**src/verilog/fp_config.svh**
```systemverilog
`ifndef FP_CONFIG_SVH
`define FP_CONFIG_SVH

////////////////////////////////////////////////////////////
// binary32 field widths
////////////////////////////////////////////////////////////
`define FP_EXP_W   8    // biased exponent
`define FP_FRAC_W  23   // stored fraction, hidden bit not counted

// working mantissa: hidden, fraction, 3 guard, 1 sticky
`define FP_EXT_W   28

////////////////////////////////////////////////////////////
// fixed result words
////////////////////////////////////////////////////////////
`define FP_QNAN    32'h7fc00000   // canonical quiet nan, sign clear
`define FP_MAX_FIN 31'h7f7fffff   // largest finite magnitude, sign added later

`endif

```
**src/verilog/fp_class_pkg.sv**
```systemverilog
package fp_class_pkg;

  // operand class codes
  typedef enum logic [2:0] {
    CLS_ZERO = 3'b000,
    CLS_SUB  = 3'b001,   // subnormal
    CLS_INF  = 3'b010,
    CLS_NAN  = 3'b011,
    CLS_NORM = 3'b100
  } fp_class_e;

  // where the final word comes from
  typedef enum logic [1:0] {
    SPC_NONE = 2'b00,   // arithmetic path
    SPC_QNAN = 2'b01,   // canonical quiet nan
    SPC_INF  = 2'b10,   // signed infinity
    SPC_ZERO = 2'b11    // signed zero
  } fp_special_e;

  function automatic fp_special_e special_src(input fp_class_e a_cls, input fp_class_e b_cls,
                                              input logic a_sign, input logic b_sign);
    logic any_nan;
    logic inf_clash;
    any_nan   = (a_cls == CLS_NAN) || (b_cls == CLS_NAN);
    inf_clash = (a_cls == CLS_INF) && (b_cls == CLS_INF) && (a_sign != b_sign);
    if (any_nan || inf_clash) return SPC_QNAN;
    if ((a_cls == CLS_INF) || (b_cls == CLS_INF)) return SPC_INF;
    if ((a_cls == CLS_ZERO) && (b_cls == CLS_ZERO)) return SPC_ZERO;
    return SPC_NONE;
  endfunction

  // sign of the special word, meaningless for nan
  function automatic logic special_sgn(input fp_class_e a_cls, input fp_class_e b_cls,
                                       input logic a_sign, input logic b_sign);
    if (a_cls == CLS_INF) return a_sign;
    if (b_cls == CLS_INF) return b_sign;
    return a_sign & b_sign;   // -0 only from -0 + -0
  endfunction

endpackage

```
**src/verilog/fp_format_pkg.sv**
```systemverilog
`include "fp_config.svh"

package fp_format_pkg;

  // word split into its ieee fields
  typedef struct packed {
    logic                  sign;
    logic [`FP_EXP_W-1:0]  exp;   // biased
    logic [`FP_FRAC_W-1:0] frac;
  } fp_fields_t;

  // same word, exponent and fraction read as one unsigned integer
  // magnitudes of binary32 values order like these integers
  typedef struct packed {
    logic                            sign;
    logic [`FP_EXP_W+`FP_FRAC_W-1:0] mag;
  } fp_mag_t;

  // two views of one operand word
  typedef union packed {
    fp_fields_t fld;   // decoded by the classifier
    fp_mag_t    num;   // compared by the pre-adder
  } fp_word_u;

  localparam int FP_WORD_W = $bits(fp_word_u);   // 32

endpackage

```
**src/verilog/fp_add_normalize.sv**
```systemverilog
`timescale 1ns/1ps
`include "fp_config.svh"

module fp_add_normalize
  import fp_format_pkg::*;
  import fp_class_pkg::*;
(
  input  logic                  clk,
  input  logic                  reset,
  input  logic                  s1_valid,
  input  logic                  big_sign,
  input  logic [`FP_EXP_W-1:0]  big_exp,
  input  logic [`FP_EXT_W-1:0]  big_mant,
  input  logic [`FP_EXT_W-1:0]  small_mant,
  input  logic                  eff_sub,
  input  fp_special_e           special,
  input  logic                  special_sign,
  output logic                  out_valid,
  output logic [FP_WORD_W-1:0]  result
);

  localparam int EXT_W = `FP_EXT_W;
  localparam int EXP_W = `FP_EXP_W;
  localparam int LZ_W  = $clog2(EXT_W + 1);
  localparam int LOW_W = EXT_W - `FP_FRAC_W - 1;   // bits dropped by truncation

  // leading zeros of the working mantissa or EXT_W when all clear
  function automatic logic [LZ_W-1:0] count_lz(input logic [EXT_W-1:0] v);
    logic [LZ_W-1:0] n;
    logic            found;
    n     = LZ_W'(EXT_W);
    found = 1'b0;
    for (int i = EXT_W - 1; i >= 0; i--) begin
      if (!found && v[i]) begin
        n     = LZ_W'(EXT_W - 1 - i);
        found = 1'b1;
      end
    end
    return n;
  endfunction

  ////////////////////////////////////////////////////////////
  // add or subtract
  ////////////////////////////////////////////////////////////
  logic [EXT_W:0] sum;      // one extra bit for the carry
  logic           carry;
  logic           sum_zero;

  assign sum = eff_sub ? ({1'b0, big_mant} - {1'b0, small_mant})   // big >= small
                       : ({1'b0, big_mant} + {1'b0, small_mant});
  assign carry    = sum[EXT_W];
  assign sum_zero = ~|sum;

  ////////////////////////////////////////////////////////////
  // normalize
  ////////////////////////////////////////////////////////////
  logic [LZ_W-1:0]  lz;
  logic [EXP_W-1:0] shift_lim;    // left shift that still keeps exponent >= 1
  logic [EXP_W-1:0] shift_l;
  logic [EXT_W-1:0] norm;
  logic [EXP_W:0]   exp_n;        // 9 bits to catch 255 and above
  logic             ovf;

  assign lz        = count_lz(sum[EXT_W-1:0]);
  assign shift_lim = big_exp - EXP_W'(1);
  assign shift_l   = (EXP_W'(lz) > shift_lim) ? shift_lim : EXP_W'(lz);   // stop at subnormal

  always_comb begin
    if (carry) begin
      norm  = {sum[EXT_W:2], sum[1] | sum[0]};   // right by one keeping sticky
      exp_n = {1'b0, big_exp} + (EXP_W+1)'(1);
    end else begin
      norm  = sum[EXT_W-1:0] << shift_l;
      exp_n = {1'b0, big_exp} - {1'b0, shift_l};
    end
  end

  assign ovf = (exp_n >= (EXP_W+1)'(255));

  ////////////////////////////////////////////////////////////
  // pack and pick the result
  ////////////////////////////////////////////////////////////
  fp_fields_t           arith;
  logic [FP_WORD_W-1:0] result_c;

  // hidden bit clear after a limited shift means subnormal with stored exp 0
  assign arith.sign = big_sign;
  assign arith.exp  = norm[EXT_W-1] ? exp_n[EXP_W-1:0] : '0;
  assign arith.frac = norm[EXT_W-2:LOW_W];   // truncate guard and sticky toward zero

  always_comb begin
    case (special)
      SPC_QNAN: result_c = `FP_QNAN;
      SPC_INF:  result_c = {special_sign, {EXP_W{1'b1}}, {`FP_FRAC_W{1'b0}}};
      SPC_ZERO: result_c = {special_sign, {(FP_WORD_W-1){1'b0}}};
      default: begin
        if (sum_zero) begin
          result_c = '0;                        // exact cancellation gives +0
        end else if (ovf) begin
          result_c = {big_sign, `FP_MAX_FIN};   // saturate since rtz never reaches inf
        end else begin
          result_c = arith;
        end
      end
    endcase
  end

  ////////////////////////////////////////////////////////////
  // stage 2 registers
  ////////////////////////////////////////////////////////////
  always_ff @(posedge clk) begin
    if (reset) begin
      out_valid <= 1'b0;
    end else begin
      out_valid <= s1_valid;
    end
  end

  always_ff @(posedge clk) begin
    if (s1_valid) begin
      result <= result_c;
    end
  end

  // pre-adder ordering keeps the magnitude subtraction from going negative
  a_sub_ordered : assert property (@(posedge clk) disable iff (reset)
    (s1_valid && eff_sub && (special == SPC_NONE)) |-> (big_mant >= small_mant));

endmodule

```
**src/verilog/fp_adder_top.sv**
```systemverilog
`timescale 1ns/1ps
`include "fp_config.svh"

module fp_adder_top
  import fp_format_pkg::*;
  import fp_class_pkg::*;
(
  input  logic                 clk,
  input  logic                 reset,
  input  logic                 in_valid,
  input  logic [FP_WORD_W-1:0] a,
  input  logic [FP_WORD_W-1:0] b,
  output logic                 out_valid,
  output logic [FP_WORD_W-1:0] result    // two cycles after in_valid
);

  ////////////////////////////////////////////////////////////
  // classifier outputs, combinational
  ////////////////////////////////////////////////////////////
  fp_class_e            a_cls;
  fp_class_e            b_cls;
  logic                 a_sign;
  logic                 b_sign;
  logic [`FP_EXP_W-1:0] a_exp;
  logic [`FP_EXP_W-1:0] b_exp;
  logic [`FP_EXT_W-1:0] a_mant;
  logic [`FP_EXT_W-1:0] b_mant;

  // stage 1 register outputs
  logic                 s1_valid;
  logic                 big_sign;
  logic [`FP_EXP_W-1:0] big_exp;
  logic [`FP_EXT_W-1:0] big_mant;
  logic [`FP_EXT_W-1:0] small_mant;
  logic                 eff_sub;
  fp_special_e          special;
  logic                 special_sign;

  fp_classify i_class_a (.word(a), .cls(a_cls), .sign(a_sign), .exp_eff(a_exp), .mant(a_mant));
  fp_classify i_class_b (.word(b), .cls(b_cls), .sign(b_sign), .exp_eff(b_exp), .mant(b_mant));

  fp_preadder i_preadder (
    .clk(clk), .reset(reset), .in_valid(in_valid),
    .a_word(a), .b_word(b),
    .a_cls(a_cls), .b_cls(b_cls), .a_sign(a_sign), .b_sign(b_sign),
    .a_exp(a_exp), .b_exp(b_exp), .a_mant(a_mant), .b_mant(b_mant),
    .s1_valid(s1_valid), .big_sign(big_sign),
    .small_sign(),                          // sign difference already in eff_sub
    .big_exp(big_exp), .big_mant(big_mant), .small_mant(small_mant),
    .eff_sub(eff_sub), .special(special), .special_sign(special_sign)
  );

  fp_add_normalize i_add_norm (
    .clk(clk), .reset(reset), .s1_valid(s1_valid),
    .big_sign(big_sign), .big_exp(big_exp), .big_mant(big_mant), .small_mant(small_mant),
    .eff_sub(eff_sub), .special(special), .special_sign(special_sign),
    .out_valid(out_valid), .result(result)
  );

endmodule

```
**src/verilog/fp_classify.sv**
```systemverilog
`timescale 1ns/1ps
`include "fp_config.svh"

module fp_classify
  import fp_format_pkg::*;
  import fp_class_pkg::*;
(
  input  fp_word_u              word,
  output fp_class_e             cls,
  output logic                  sign,
  output logic [`FP_EXP_W-1:0]  exp_eff,   // stored exponent, 1 for subnormal
  output logic [`FP_EXT_W-1:0]  mant       // hidden, fraction, zero low bits
);

  localparam int LOW_W = `FP_EXT_W - `FP_FRAC_W - 1;   // guard + sticky slots

  ////////////////////////////////////////////////////////////
  // field decode
  ////////////////////////////////////////////////////////////
  logic exp_zero;
  logic exp_ones;
  logic frac_zero;
  logic hidden;

  assign exp_zero  = ~|word.fld.exp;
  assign exp_ones  = &word.fld.exp;
  assign frac_zero = ~|word.fld.frac;

  always_comb begin
    if (exp_zero && frac_zero) begin
      cls = CLS_ZERO;
    end else if (exp_zero) begin
      cls = CLS_SUB;            // no hidden bit
    end else if (exp_ones && frac_zero) begin
      cls = CLS_INF;
    end else if (exp_ones) begin
      cls = CLS_NAN;            // any payload, quiet or signaling
    end else begin
      cls = CLS_NORM;
    end
  end

  assign sign = word.fld.sign;

  ////////////////////////////////////////////////////////////
  // effective exponent and mantissa
  ////////////////////////////////////////////////////////////
  // subnormals sit on the exponent 1 grid with hidden bit 0,
  // so they align exactly like normals downstream
  assign exp_eff = exp_zero ? `FP_EXP_W'(1) : word.fld.exp;
  assign hidden  = (cls == CLS_NORM);   // inf and nan keep it clear, overridden later

  assign mant = {hidden, word.fld.frac, {LOW_W{1'b0}}};

endmodule

```
**src/verilog/fp_preadder.sv**
```systemverilog
`timescale 1ns/1ps
`include "fp_config.svh"

module fp_preadder
  import fp_format_pkg::*;
  import fp_class_pkg::*;
(
  input  logic                  clk,
  input  logic                  reset,
  input  logic                  in_valid,
  input  fp_word_u              a_word,
  input  fp_word_u              b_word,
  input  fp_class_e             a_cls,
  input  fp_class_e             b_cls,
  input  logic                  a_sign,
  input  logic                  b_sign,
  input  logic [`FP_EXP_W-1:0]  a_exp,
  input  logic [`FP_EXP_W-1:0]  b_exp,
  input  logic [`FP_EXT_W-1:0]  a_mant,
  input  logic [`FP_EXT_W-1:0]  b_mant,
  output logic                  s1_valid,
  output logic                  big_sign,
  output logic                  small_sign,
  output logic [`FP_EXP_W-1:0]  big_exp,
  output logic [`FP_EXT_W-1:0]  big_mant,
  output logic [`FP_EXT_W-1:0]  small_mant,  // aligned, sticky in bit 0
  output logic                  eff_sub,
  output fp_special_e           special,
  output logic                  special_sign
);

  localparam int EXT_W = `FP_EXT_W;
  localparam int SH_W  = $clog2(EXT_W + 1);   // holds 0..28

  ////////////////////////////////////////////////////////////
  // magnitude order
  ////////////////////////////////////////////////////////////
  logic                 a_ge_b;
  logic                 big_sign_c;
  logic                 small_sign_c;
  logic [`FP_EXP_W-1:0] big_exp_c;
  logic [`FP_EXP_W-1:0] small_exp_c;
  logic [EXT_W-1:0]     big_mant_c;
  logic [EXT_W-1:0]     small_mant_c;

  // one integer compare replaces exponent-then-mantissa ordering,
  // effective exponents keep subnormal and mixed pairs on the same path
  assign a_ge_b = (a_word.num.mag >= b_word.num.mag);

  assign big_sign_c   = a_ge_b ? a_sign : b_sign;
  assign small_sign_c = a_ge_b ? b_sign : a_sign;
  assign big_exp_c    = a_ge_b ? a_exp  : b_exp;
  assign small_exp_c  = a_ge_b ? b_exp  : a_exp;
  assign big_mant_c   = a_ge_b ? a_mant : b_mant;
  assign small_mant_c = a_ge_b ? b_mant : a_mant;

  ////////////////////////////////////////////////////////////
  // align smaller operand
  ////////////////////////////////////////////////////////////
  logic [`FP_EXP_W-1:0] exp_diff;
  logic [SH_W-1:0]      shift_amt;
  logic [EXT_W-1:0]     lost_mask;
  logic [EXT_W-1:0]     shifted;
  logic                 sticky;
  logic [EXT_W-1:0]     aligned;

  assign exp_diff  = big_exp_c - small_exp_c;   // never negative after ordering
  assign shift_amt = (exp_diff > `FP_EXP_W'(EXT_W)) ? SH_W'(EXT_W)
                                                     : exp_diff[SH_W-1:0];   // clamp

  assign shifted   = small_mant_c >> shift_amt;
  assign lost_mask = ~({EXT_W{1'b1}} << shift_amt);   // bits that fall off the end
  assign sticky    = |(small_mant_c & lost_mask);
  assign aligned   = {shifted[EXT_W-1:1], shifted[0] | sticky};

  ////////////////////////////////////////////////////////////
  // special classes
  ////////////////////////////////////////////////////////////
  fp_special_e special_c;
  logic        special_sign_c;

  assign special_c      = special_src(a_cls, b_cls, a_sign, b_sign);
  assign special_sign_c = special_sgn(a_cls, b_cls, a_sign, b_sign);

  ////////////////////////////////////////////////////////////
  // stage 1 registers
  ////////////////////////////////////////////////////////////
  always_ff @(posedge clk) begin
    if (reset) begin
      s1_valid <= 1'b0;
    end else begin
      s1_valid <= in_valid;
    end
  end

  // payload only moves with a strobe
  always_ff @(posedge clk) begin
    if (in_valid) begin
      big_sign     <= big_sign_c;
      small_sign   <= small_sign_c;
      big_exp      <= big_exp_c;
      big_mant     <= big_mant_c;
      small_mant   <= aligned;
      eff_sub      <= a_sign ^ b_sign;   // signs differ, subtract magnitudes
      special      <= special_c;
      special_sign <= special_sign_c;
    end
  end

  // larger operand never carries the smaller exponent
  a_big_exp_ge : assert property (@(posedge clk) disable iff (reset)
    s1_valid |-> (big_exp >= $past(small_exp_c)));

endmodule
```
**config.mk**
```make
export PLATFORM = sky130hd
export DESIGN_NAME = fp_adder_top
export DESIGN_NICKNAME = d
export VERILOG_FILES = /design/src/verilog/fp_class_pkg.sv /design/src/verilog/fp_format_pkg.sv /design/src/verilog/fp_add_normalize.sv /design/src/verilog/fp_adder_top.sv /design/src/verilog/fp_classify.sv /design/src/verilog/fp_preadder.sv
export VERILOG_INCLUDE_DIRS = /design/src /design/src/verilog
export SDC_FILE = /design/constraint.sdc
export NUM_CORES = 1
export LEC_CHECK = 0
export ABC_AREA = 1
export CAP_MARGIN = 10
export CELL_PAD_IN_SITES_DETAIL_PLACEMENT = 0
export CELL_PAD_IN_SITES_GLOBAL_PLACEMENT = 1
export CORE_UTILIZATION = 30
export CTS_CLUSTER_DIAMETER = 40
export CTS_CLUSTER_SIZE = 12
export DETAILED_ROUTE_END_ITERATION = 6
export DONT_BUFFER_PORTS = 1
export PLACE_DENSITY_LB_ADDON = 0.1
export SLEW_MARGIN = 20
export SYNTH_ARGS = -nofsm -noshare
export SYNTH_HDL_FRONTEND = slang
export SYNTH_HIERARCHICAL = 1
export SYNTH_SLANG_ARGS = --single-unit
```
**constraint.sdc**
```tcl
create_clock -name clk -period 10.25 [get_ports clk]
set_clock_uncertainty 0.1 [all_clocks]
set_input_delay 1.025 -clock clk [delete_from_list [all_inputs] [get_ports clk]]
set_output_delay 1.025 -clock clk [all_outputs]
set_load 0.005 [all_outputs]
```
==> results list, run 1 <==
* Run status: finished, final reports clean
* Area of the core: 0.0467 sq mm
- HPWL after detailed placement: 42.0 mm
- Static timing analysis puts the maximum clock frequency at 108 MHz.
- For this run, the number of Yosys warnings is 6.
- At the pin with the least slew margin, the transition time is 0.940 ns.
- Cell Area, Synth: 0.0142 sq mm
- Logic depth of the worst register-to-register path: 57
- Setup slack closes at 0.954 ns.
* Most common cell after layout, fill and taps aside: sky130_fd_sc_hd__nand2_1
* I/O pins: 100
- Average wire length per cell after detail routing: 17.9 um
- Total of max-cap violations: 0
* Drt drc: 0
- The first TritonRoute pass finished after 6 iterations.
* Area Growth Syn to Fin: 3.49%
* Maximum fanout along the worst path: 5
* Hold WS: 0.439 ns
- The congestion estimate from routability-driven global placement came to 0.884.
* Number of hold-slack violations in the final timing report: 0
- Clock latency on the worst-skew pair, taken at its later pin, is 0.37 ns.
- Clock tree synthesis found a total of 103 sinks.
- Time the final worst path needs with I/O delays and setup: 9.30 ns
- In this run the deepest clock path goes through 2 buffers.
- For this run, the slowest stage of the critical path takes 0.44 ns.
- Via count of the routed design: 14200
* Vias in the first global route: 13500
* Post-layout util: 31.5%
- Clock tree synthesis inserted a total of 9 buffers.
- Commonest cells after routing, fill and taps aside: 695 x sky130_fd_sc_hd__nand2_1, 307 x sky130_fd_sc_hd__inv_1, 282 x sky130_fd_sc_hd__nand3_1, 212 x sky130_fd_sc_hd__nor2_1, 101 x sky130_fd_sc_hd__edfxtp_1
* Clock slew at the register clock pins of the worst setup and hold paths: 0.08 ns
- Wires add up to 50.8 mm.
- Initial DRC count: 989
- Clock tree from TritonCTS: yes
* Type of element capturing the critical path: flip-flop
- # nets final: 2375
- The initial antenna violation count came to 2.
- The floorplan has 79 rows.
- Pin count of the biggest net entering global routing: 135
* Die X-Extent: 220 um
- Data required time at the worst endpoint: 10.24 ns
- H-Tree Depth: 3
- For this design the ratio of total power to cell area is 225 mW/mm^2.
- Detail Route Antenna Nets: 0
* Per-cell via count in the routed design: 5.00
- Antenna cell count: 0
- The worst setup path is launched from a flip-flop.
- Maximum ir drop on the vdd rail: 0.0778 mV
- Flop2flop setup slack: 0.95 ns
- For this run the aggregate overflow at the end of global routing stands at 0.
- Wire length of the first global-routing pass: 78.1 mm
* Period utilization: 90.7%
- Leakage power summed over all cells: 7.25 nW
- During placement, the flow inserted port buffers numbering 0.
* Class of the worst hold path: reg2reg
- Root cell of the clock tree: sky130_fd_sc_hd__clkbuf_16
- In the final layout, the share of cells above drive strength 1 is 7.89%.
* Number of cells on the worst hold path: 2
- Synthesized instance count: 2320
* Hold_buf cts: 0
- The startpoint identified for the worst register-to-register timing path is i_preadder/small_mant[0].
- Number of endpoints failing setup at the final stage: 0
* End of the worst register-to-register path: i_add_norm/result[10]
- Across every metal layer, demand over resource in global routing totals 21.2%.
- For this configuration, the core starts out at a cell density of 30.5%.
- Final Max Tran Viols: 0
- STA puts the critical path data arrival time at 9.29 ns.
* Worst setup slack after placement: 0.437 ns
- Die boundary height: 220 um
- The worst setup path is of the reg2reg kind.
- Fillers: 5306
* End of the worst hold path: i_add_norm/result[31]
- Max transition margin: 37.1%
- Mean area per synthesized cell: 6.12 sq um
- Source of the worst hold timing path: i_preadder/big_sign
* Total Die Area: 0.0482 sq mm
- Critical-path top delay cell: sky130_fd_sc_hd__edfxtp_1
## what timing repair did
item                                    CTS  global route
buffers inserted                          0             3
endpoints found under the setup margin    0            31
resized for setup                         0            25
## metal layers
metal	global-route usage, %	vias to the layer above	wire, um
li1	-	7256	-
met1	28.2	6489	23600
met2	34.6	348	23200
met3	2.82	82	2210
met4	8.28	2	1810
met5	0	-	13
## how the worst max path moves through the flow
stage | from | to | slack, ns | cells after the start
5_1_grt | i_preadder/small_mant[0] | i_add_norm/result[10] | -0.01 | 68
6_report | i_preadder/small_mant[0] | i_add_norm/result[10] | 0.95 | 57
3_5_place_dp | i_preadder/small_mant[1] | i_add_norm/result[22] | 0.44 | 58
4_1_cts | i_preadder/small_mant[1] | i_add_norm/result[22] | 0.42 | 58
2_1_floorplan | i_preadder/small_mant[1] | i_add_norm/result[21] | 1.58 | 67
3_3_place_gp | i_preadder/small_mant[1] | i_add_norm/result[22] | 0.52 | 66
## stage by stage
stage	std cells	setup TNS [ns]	cell area, sq um	total power [mW]
detailed placement	2817	0	14300	2.93
global placement	2817	0	14300	2.95
CTS	2833	0	14600	3.28
finish	2837	0	14700	3.32
floorplan	2326	0	14200	2.28
global route	2837	-0.0258	14700	3.64
## cell type report
cell class | instances | area, sq um | share of cell area (%)
Sequential cell | 103 | 3070 | 20.9
Tap cell | 607 | 759 | 5.17
Inverter | 329 | 1240 | 8.43
Timing Repair Buffer | 25 | 191 | 1.30
Clock inverter | 7 | 56.3 | 0.383
Clock buffer | 9 | 225 | 1.53
Multi-Input combinational cell | 1757 | 9160 | 62.3
## sequential cells by signal, indices dropped and copies added (netlist names)
| name | count |
|---|---|
| i_preadder/special | 2 |
| i_preadder/s1_valid | 1 |
| i_add_norm/out_valid | 1 |
| i_preadder/small_mant | 28 |
| i_preadder/special_sign | 1 |
| i_add_norm/result | 32 |
| i_preadder/big_sign | 1 |
| i_preadder/big_mant | 28 |
| i_preadder/big_exp | 8 |
| i_preadder/eff_sub | 1 |
## where the power goes
part / switching, mW / internal (mW) / leakage [nW]
sequential: 0.0377 / 0.539 / 0.962
clock: 0.170 / 0.167 / 0.132
combinational: 1.68 / 0.717 / 6.16
## critical path, delay by kind of cell, from the launching register on
| family | cells | cell delay, ns |
|---|---|---|
| AND/OR/NAND/NOR | 35 | 4.72 |
| AO/OA/AOI/OAI | 9 | 1.50 |
| adder cells (fa/ha/maj) | 3 | 0.99 |
| buffers and inverters | 8 | 0.75 |
| XOR/XNOR | 2 | 0.49 |
| flip-flops | 1 | 0.44 |
Power figures use the tool's default switching activity.
==> run 2, diff against run 1 <==
--- a/config.mk
+++ b/config.mk
@@ -10,7 +10,7 @@
 export CAP_MARGIN = 10
 export CELL_PAD_IN_SITES_DETAIL_PLACEMENT = 0
 export CELL_PAD_IN_SITES_GLOBAL_PLACEMENT = 1
-export CORE_UTILIZATION = 30
+export CORE_UTILIZATION = 47
 export CTS_CLUSTER_DIAMETER = 40
 export CTS_CLUSTER_SIZE = 12
 export DETAILED_ROUTE_END_ITERATION = 6
==> run 2 against run 1 <==
  * Register-to-register slack better by 0.04 ns
  * Sequential share of layout area up 0.32 points
  * Global-route usage rose by 7.8 points
  * Combinational power down 4%
  * Sequential power hardly changed
  * Largest power group unchanged
  * Die area down 36%
  * Total power is 2.7% lower
  * Worst hold slack improved by 0.022 ns
  * Cell count down 7.6%
  * Non-clock buffer count up 2
  * Design area is 1.5% lower
  * Wire length fell by 13%
==> results list, run 2 (synthesis results as in run 1) <==
- The met3 usage came to 3.42% (was 2.82%).
* Maximum fanout along the worst path: 26 (was 5)
- Hold_buf cts: 0 (unchanged)
- Class of the worst hold path: reg2reg (unchanged)
* Run status: finished, final reports clean (unchanged)
- Gp weighted congestion: 0.944 (was 0.884)
* Final Max Tran Viols: 0 (unchanged)
- Die X-Extent: 176 um (was 220 um)
* Post-layout util: 48.7% (was 31.5%)
* Via count of the routed design: 14300 (was 14200)
* Area occupied by multi-input gates: 0.00917 sq mm (was 0.00916 sq mm)
- The starting utilization of the core area was 47.8% (was 30.5%).
* Area used by sequential logic in the layout: 0.00307 sq mm (unchanged)
* Number of hold-slack violations in the final timing report: 0 (unchanged)
- Die boundary height: 176 um (was 220 um)
- # nets final: 2376 (was 2375)
- The initial detailed-routing violation count was 1270 (was 989).
- The number of buffers and inverters on the critical path came to 6 (was 8).
* H-Tree Depth: 3 (unchanged)
* Fillers: 3225 (was 5306)
- The commonest non-fill, non-tap cell in the layout was sky130_fd_sc_hd__nand2_1 (unchanged).
- The residual overflow from global routing came to 0 (unchanged).
* Tightest Pin Transition: 0.847 ns (was 0.940 ns)
- The post-route fraction of the period consumed by the critical path is 90.3% (was 90.7%).
- The final antenna diode count came to 0 (unchanged).
- Pin count of the biggest net entering global routing: 135 (unchanged)
- Number of endpoints failing setup at the final stage: 0 (unchanged)
- The sort of element at the start of the critical path was a flip-flop (unchanged).
- Total Die Area: 0.0309 sq mm (was 0.0482 sq mm)
- The count of nets left with antenna violations after detail routing came to 0 (unchanged).
- The global router's overall resource usage is 29.0% (was 21.2%).
- Area Growth Syn to Fin: 1.93% (was 3.49%)
* Sum of negative setup slack: 0 ns (unchanged)
- The cell type of the slowest stage on the worst timing path is sky130_fd_sc_hd__xnor2_1 (was sky130_fd_sc_hd__edfxtp_1).
* Clock Sinks: 103 (unchanged)
- Share of layout cells above drive strength 1: 7.98% (was 7.89%)
- Number of flip-flops in the largest register: 32 (unchanged)
* Setup CP Type: reg2reg (unchanged)
- The fraction of met1 tracks used by global routing is 40.0% (was 28.2%).
* Total CTS buffers: 9 (unchanged)
* Time the final worst path needs with I/O delays and setup: 9.25 ns (was 9.30 ns)
* Met2 track demand over resource in global routing: 47.3% (was 34.6%)
- Bufs on Longest Clock Path: 2 (unchanged)
- Register with the most flip-flops: i_add_norm/result (unchanged)
- Max transition margin: 42.9% (was 37.1%)
- The CTS tree is yes (unchanged).
* Vias in the first global route: 13300 (was 13500)
- Type of element capturing the critical path: flip-flop (unchanged)
- Most Crowded Layer GR: met2 (unchanged)
* Count of TritonRoute iterations in the first routing pass: 6 (unchanged)
- Leakage power summed over all cells: 7.27 nW (was 7.25 nW)
- Wire length of the first global-routing pass: 70.8 mm (was 78.1 mm)
- Fmax: 108 MHz (about the same)
- Power density normalized to cell area: 223 mW/mm^2 (was 225 mW/mm^2)
- Detailed Route WL: 44.1 mm (was 50.8 mm)
* Average wire length per cell after detail routing: 16.8 um (was 17.9 um)
* I/O pins: 100 (unchanged)
- Registers with the highest flip-flop counts: i_add_norm/result: 32 flops, i_preadder/big_mant: 28 flops, i_preadder/small_mant: 28 flops (unchanged)
- The clock root buffer master is sky130_fd_sc_hd__clkbuf_16 (unchanged).
* Cell repeated most along the worst path: sky130_fd_sc_hd__nand2_1
- The delay of the slowest cell on the worst path came to 0.60 ns (was 0.44 ns).
- Commonest cells after routing, fill and taps aside: 695 x sky130_fd_sc_hd__nand2_1, 307 x sky130_fd_sc_hd__inv_1, 284 x sky130_fd_sc_hd__nand3_1, 212 x sky130_fd_sc_hd__nor2_1, 101 x sky130_fd_sc_hd__edfxtp_1 (was 695 x sky130_fd_sc_hd__nand2_1, 307 x sky130_fd_sc_hd__inv_1, 282 x sky130_fd_sc_hd__nand3_1, 212 x sky130_fd_sc_hd__nor2_1, 101 x sky130_fd_sc_hd__edfxtp_1)
- Setup repair after global routing left no endpoint under its margin.
* Drt drc: 0 (unchanged)
* Maximum ir drop on the vdd rail: 0.116 mV (was 0.0778 mV)
- The number of maximum-capacitance violations is 0 (unchanged).
* Initial antenna violation count: 1 (was 2)
- The data required time at the worst endpoint came to 10.26 ns (was 10.24 ns).
- The family of cells with the greatest summed delay on the critical path is simple AND/OR/NAND/NOR gates (unchanged).
* HPWL after detailed placement: 36.2 mm (was 42.0 mm)
- The insertion delay to the later sink of the worst-skew pair was 0.36 ns (was 0.37 ns).
- The per-cell via count in the routed design was 5.45 (was 5.00).
* Rows: 63 (was 79)
* Area of the core: 0.0297 sq mm (was 0.0467 sq mm)
* Number of input and output port buffers inserted: 0 (unchanged)
* Clock slew at the register clock pins of the worst setup and hold paths: 0.08 ns (about the same)
- The worst endpoint data arrival time was 9.27 ns (was 9.29 ns).
-- run 2: cell count changes in the layout (fill, tap and decap cells not counted), sizes merged --
cell      before  now
clkinvlp       2    3
nand3        298  297
inv          329  331
buf           25   27
clkinv         5    2
-- run 2: final timing paths --
| check | from | endpoint | slack (ns) | cells after the start |
|---|---|---|---|---|
| worst max-delay path | i_preadder/small_mant[1] | i_add_norm/result[22] | 1.0 | 53 |
| worst min-delay path | i_preadder/big_sign | i_add_norm/result[31] | 0.46 | 2 |
| worst max register to register | i_preadder/small_mant[1] | i_add_norm/result[22] | 1.0 | 53 |
| worst min register to register | i_preadder/big_sign | i_add_norm/result[31] | 0.46 | 2 |
-- run 2: worst reg2reg max path: cells and delay by family, from the launching register on --
family	cells	cell delay, ns
compound gates	10	1.61
xor+xnor	3	0.81
fa+ha+maj	3	0.93
buf+inv	6	0.80
flops	1	0.45
simple gates	31	4.34
-- run 2: layer usage --
layer | vias to the layer above | part of all wire, %
li1 | 7248 | -
met1 | 6494 | 47
met2 | 474 | 45
met3 | 64 | 6.2
met4 | 0 | 2.4
met5 | - | 0
-- run 2: cell type report --
| class | instances | share of cell area, % |
|---|---|---|
| inverter | 329 | 8.58 |
| tap | 390 | 3.37 |
| multi-input combinational | 1756 | 63.3 |
| sequential | 103 | 21.2 |
| timing repair buffer | 27 | 1.49 |
| clock inverter | 7 | 0.484 |
| clock buffer | 9 | 1.56 |
-- run 2: where the power goes --
part | switching [mW] | internal (mW) | leakage (nW) | total, mW
combinational | 1.60 | 0.701 | 6.17 | 2.30
sequential | 0.0373 | 0.539 | 0.962 | 0.576
clock | 0.171 | 0.173 | 0.144 | 0.344
-- run 2: what timing repair did --
action                                  CTS  global route
gates resized for setup                   0            27
buffers inserted                          0             9
endpoints found under the setup margin    0            31
hold endpoints to repair                  0             0
-- run 2: through the flow --
step / setup slack, ns / instances / power (mW) / hold slack [ns] / area [sq um]
2_1_floorplan: 1.58 / 2326 / 2.28 / 0.400 / 14200
4_1_cts: 0.263 / 2612 / 3.17 / 0.465 / 14300
3_5_place_dp: 0.276 / 2596 / 2.81 / 0.444 / 14000
3_3_place_gp: 0.475 / 2596 / 2.81 / 0.435 / 14000
5_1_grt: 0.0112 / 2621 / 3.53 / 0.492 / 14500
6_report: 0.996 / 2621 / 3.22 / 0.461 / 14500
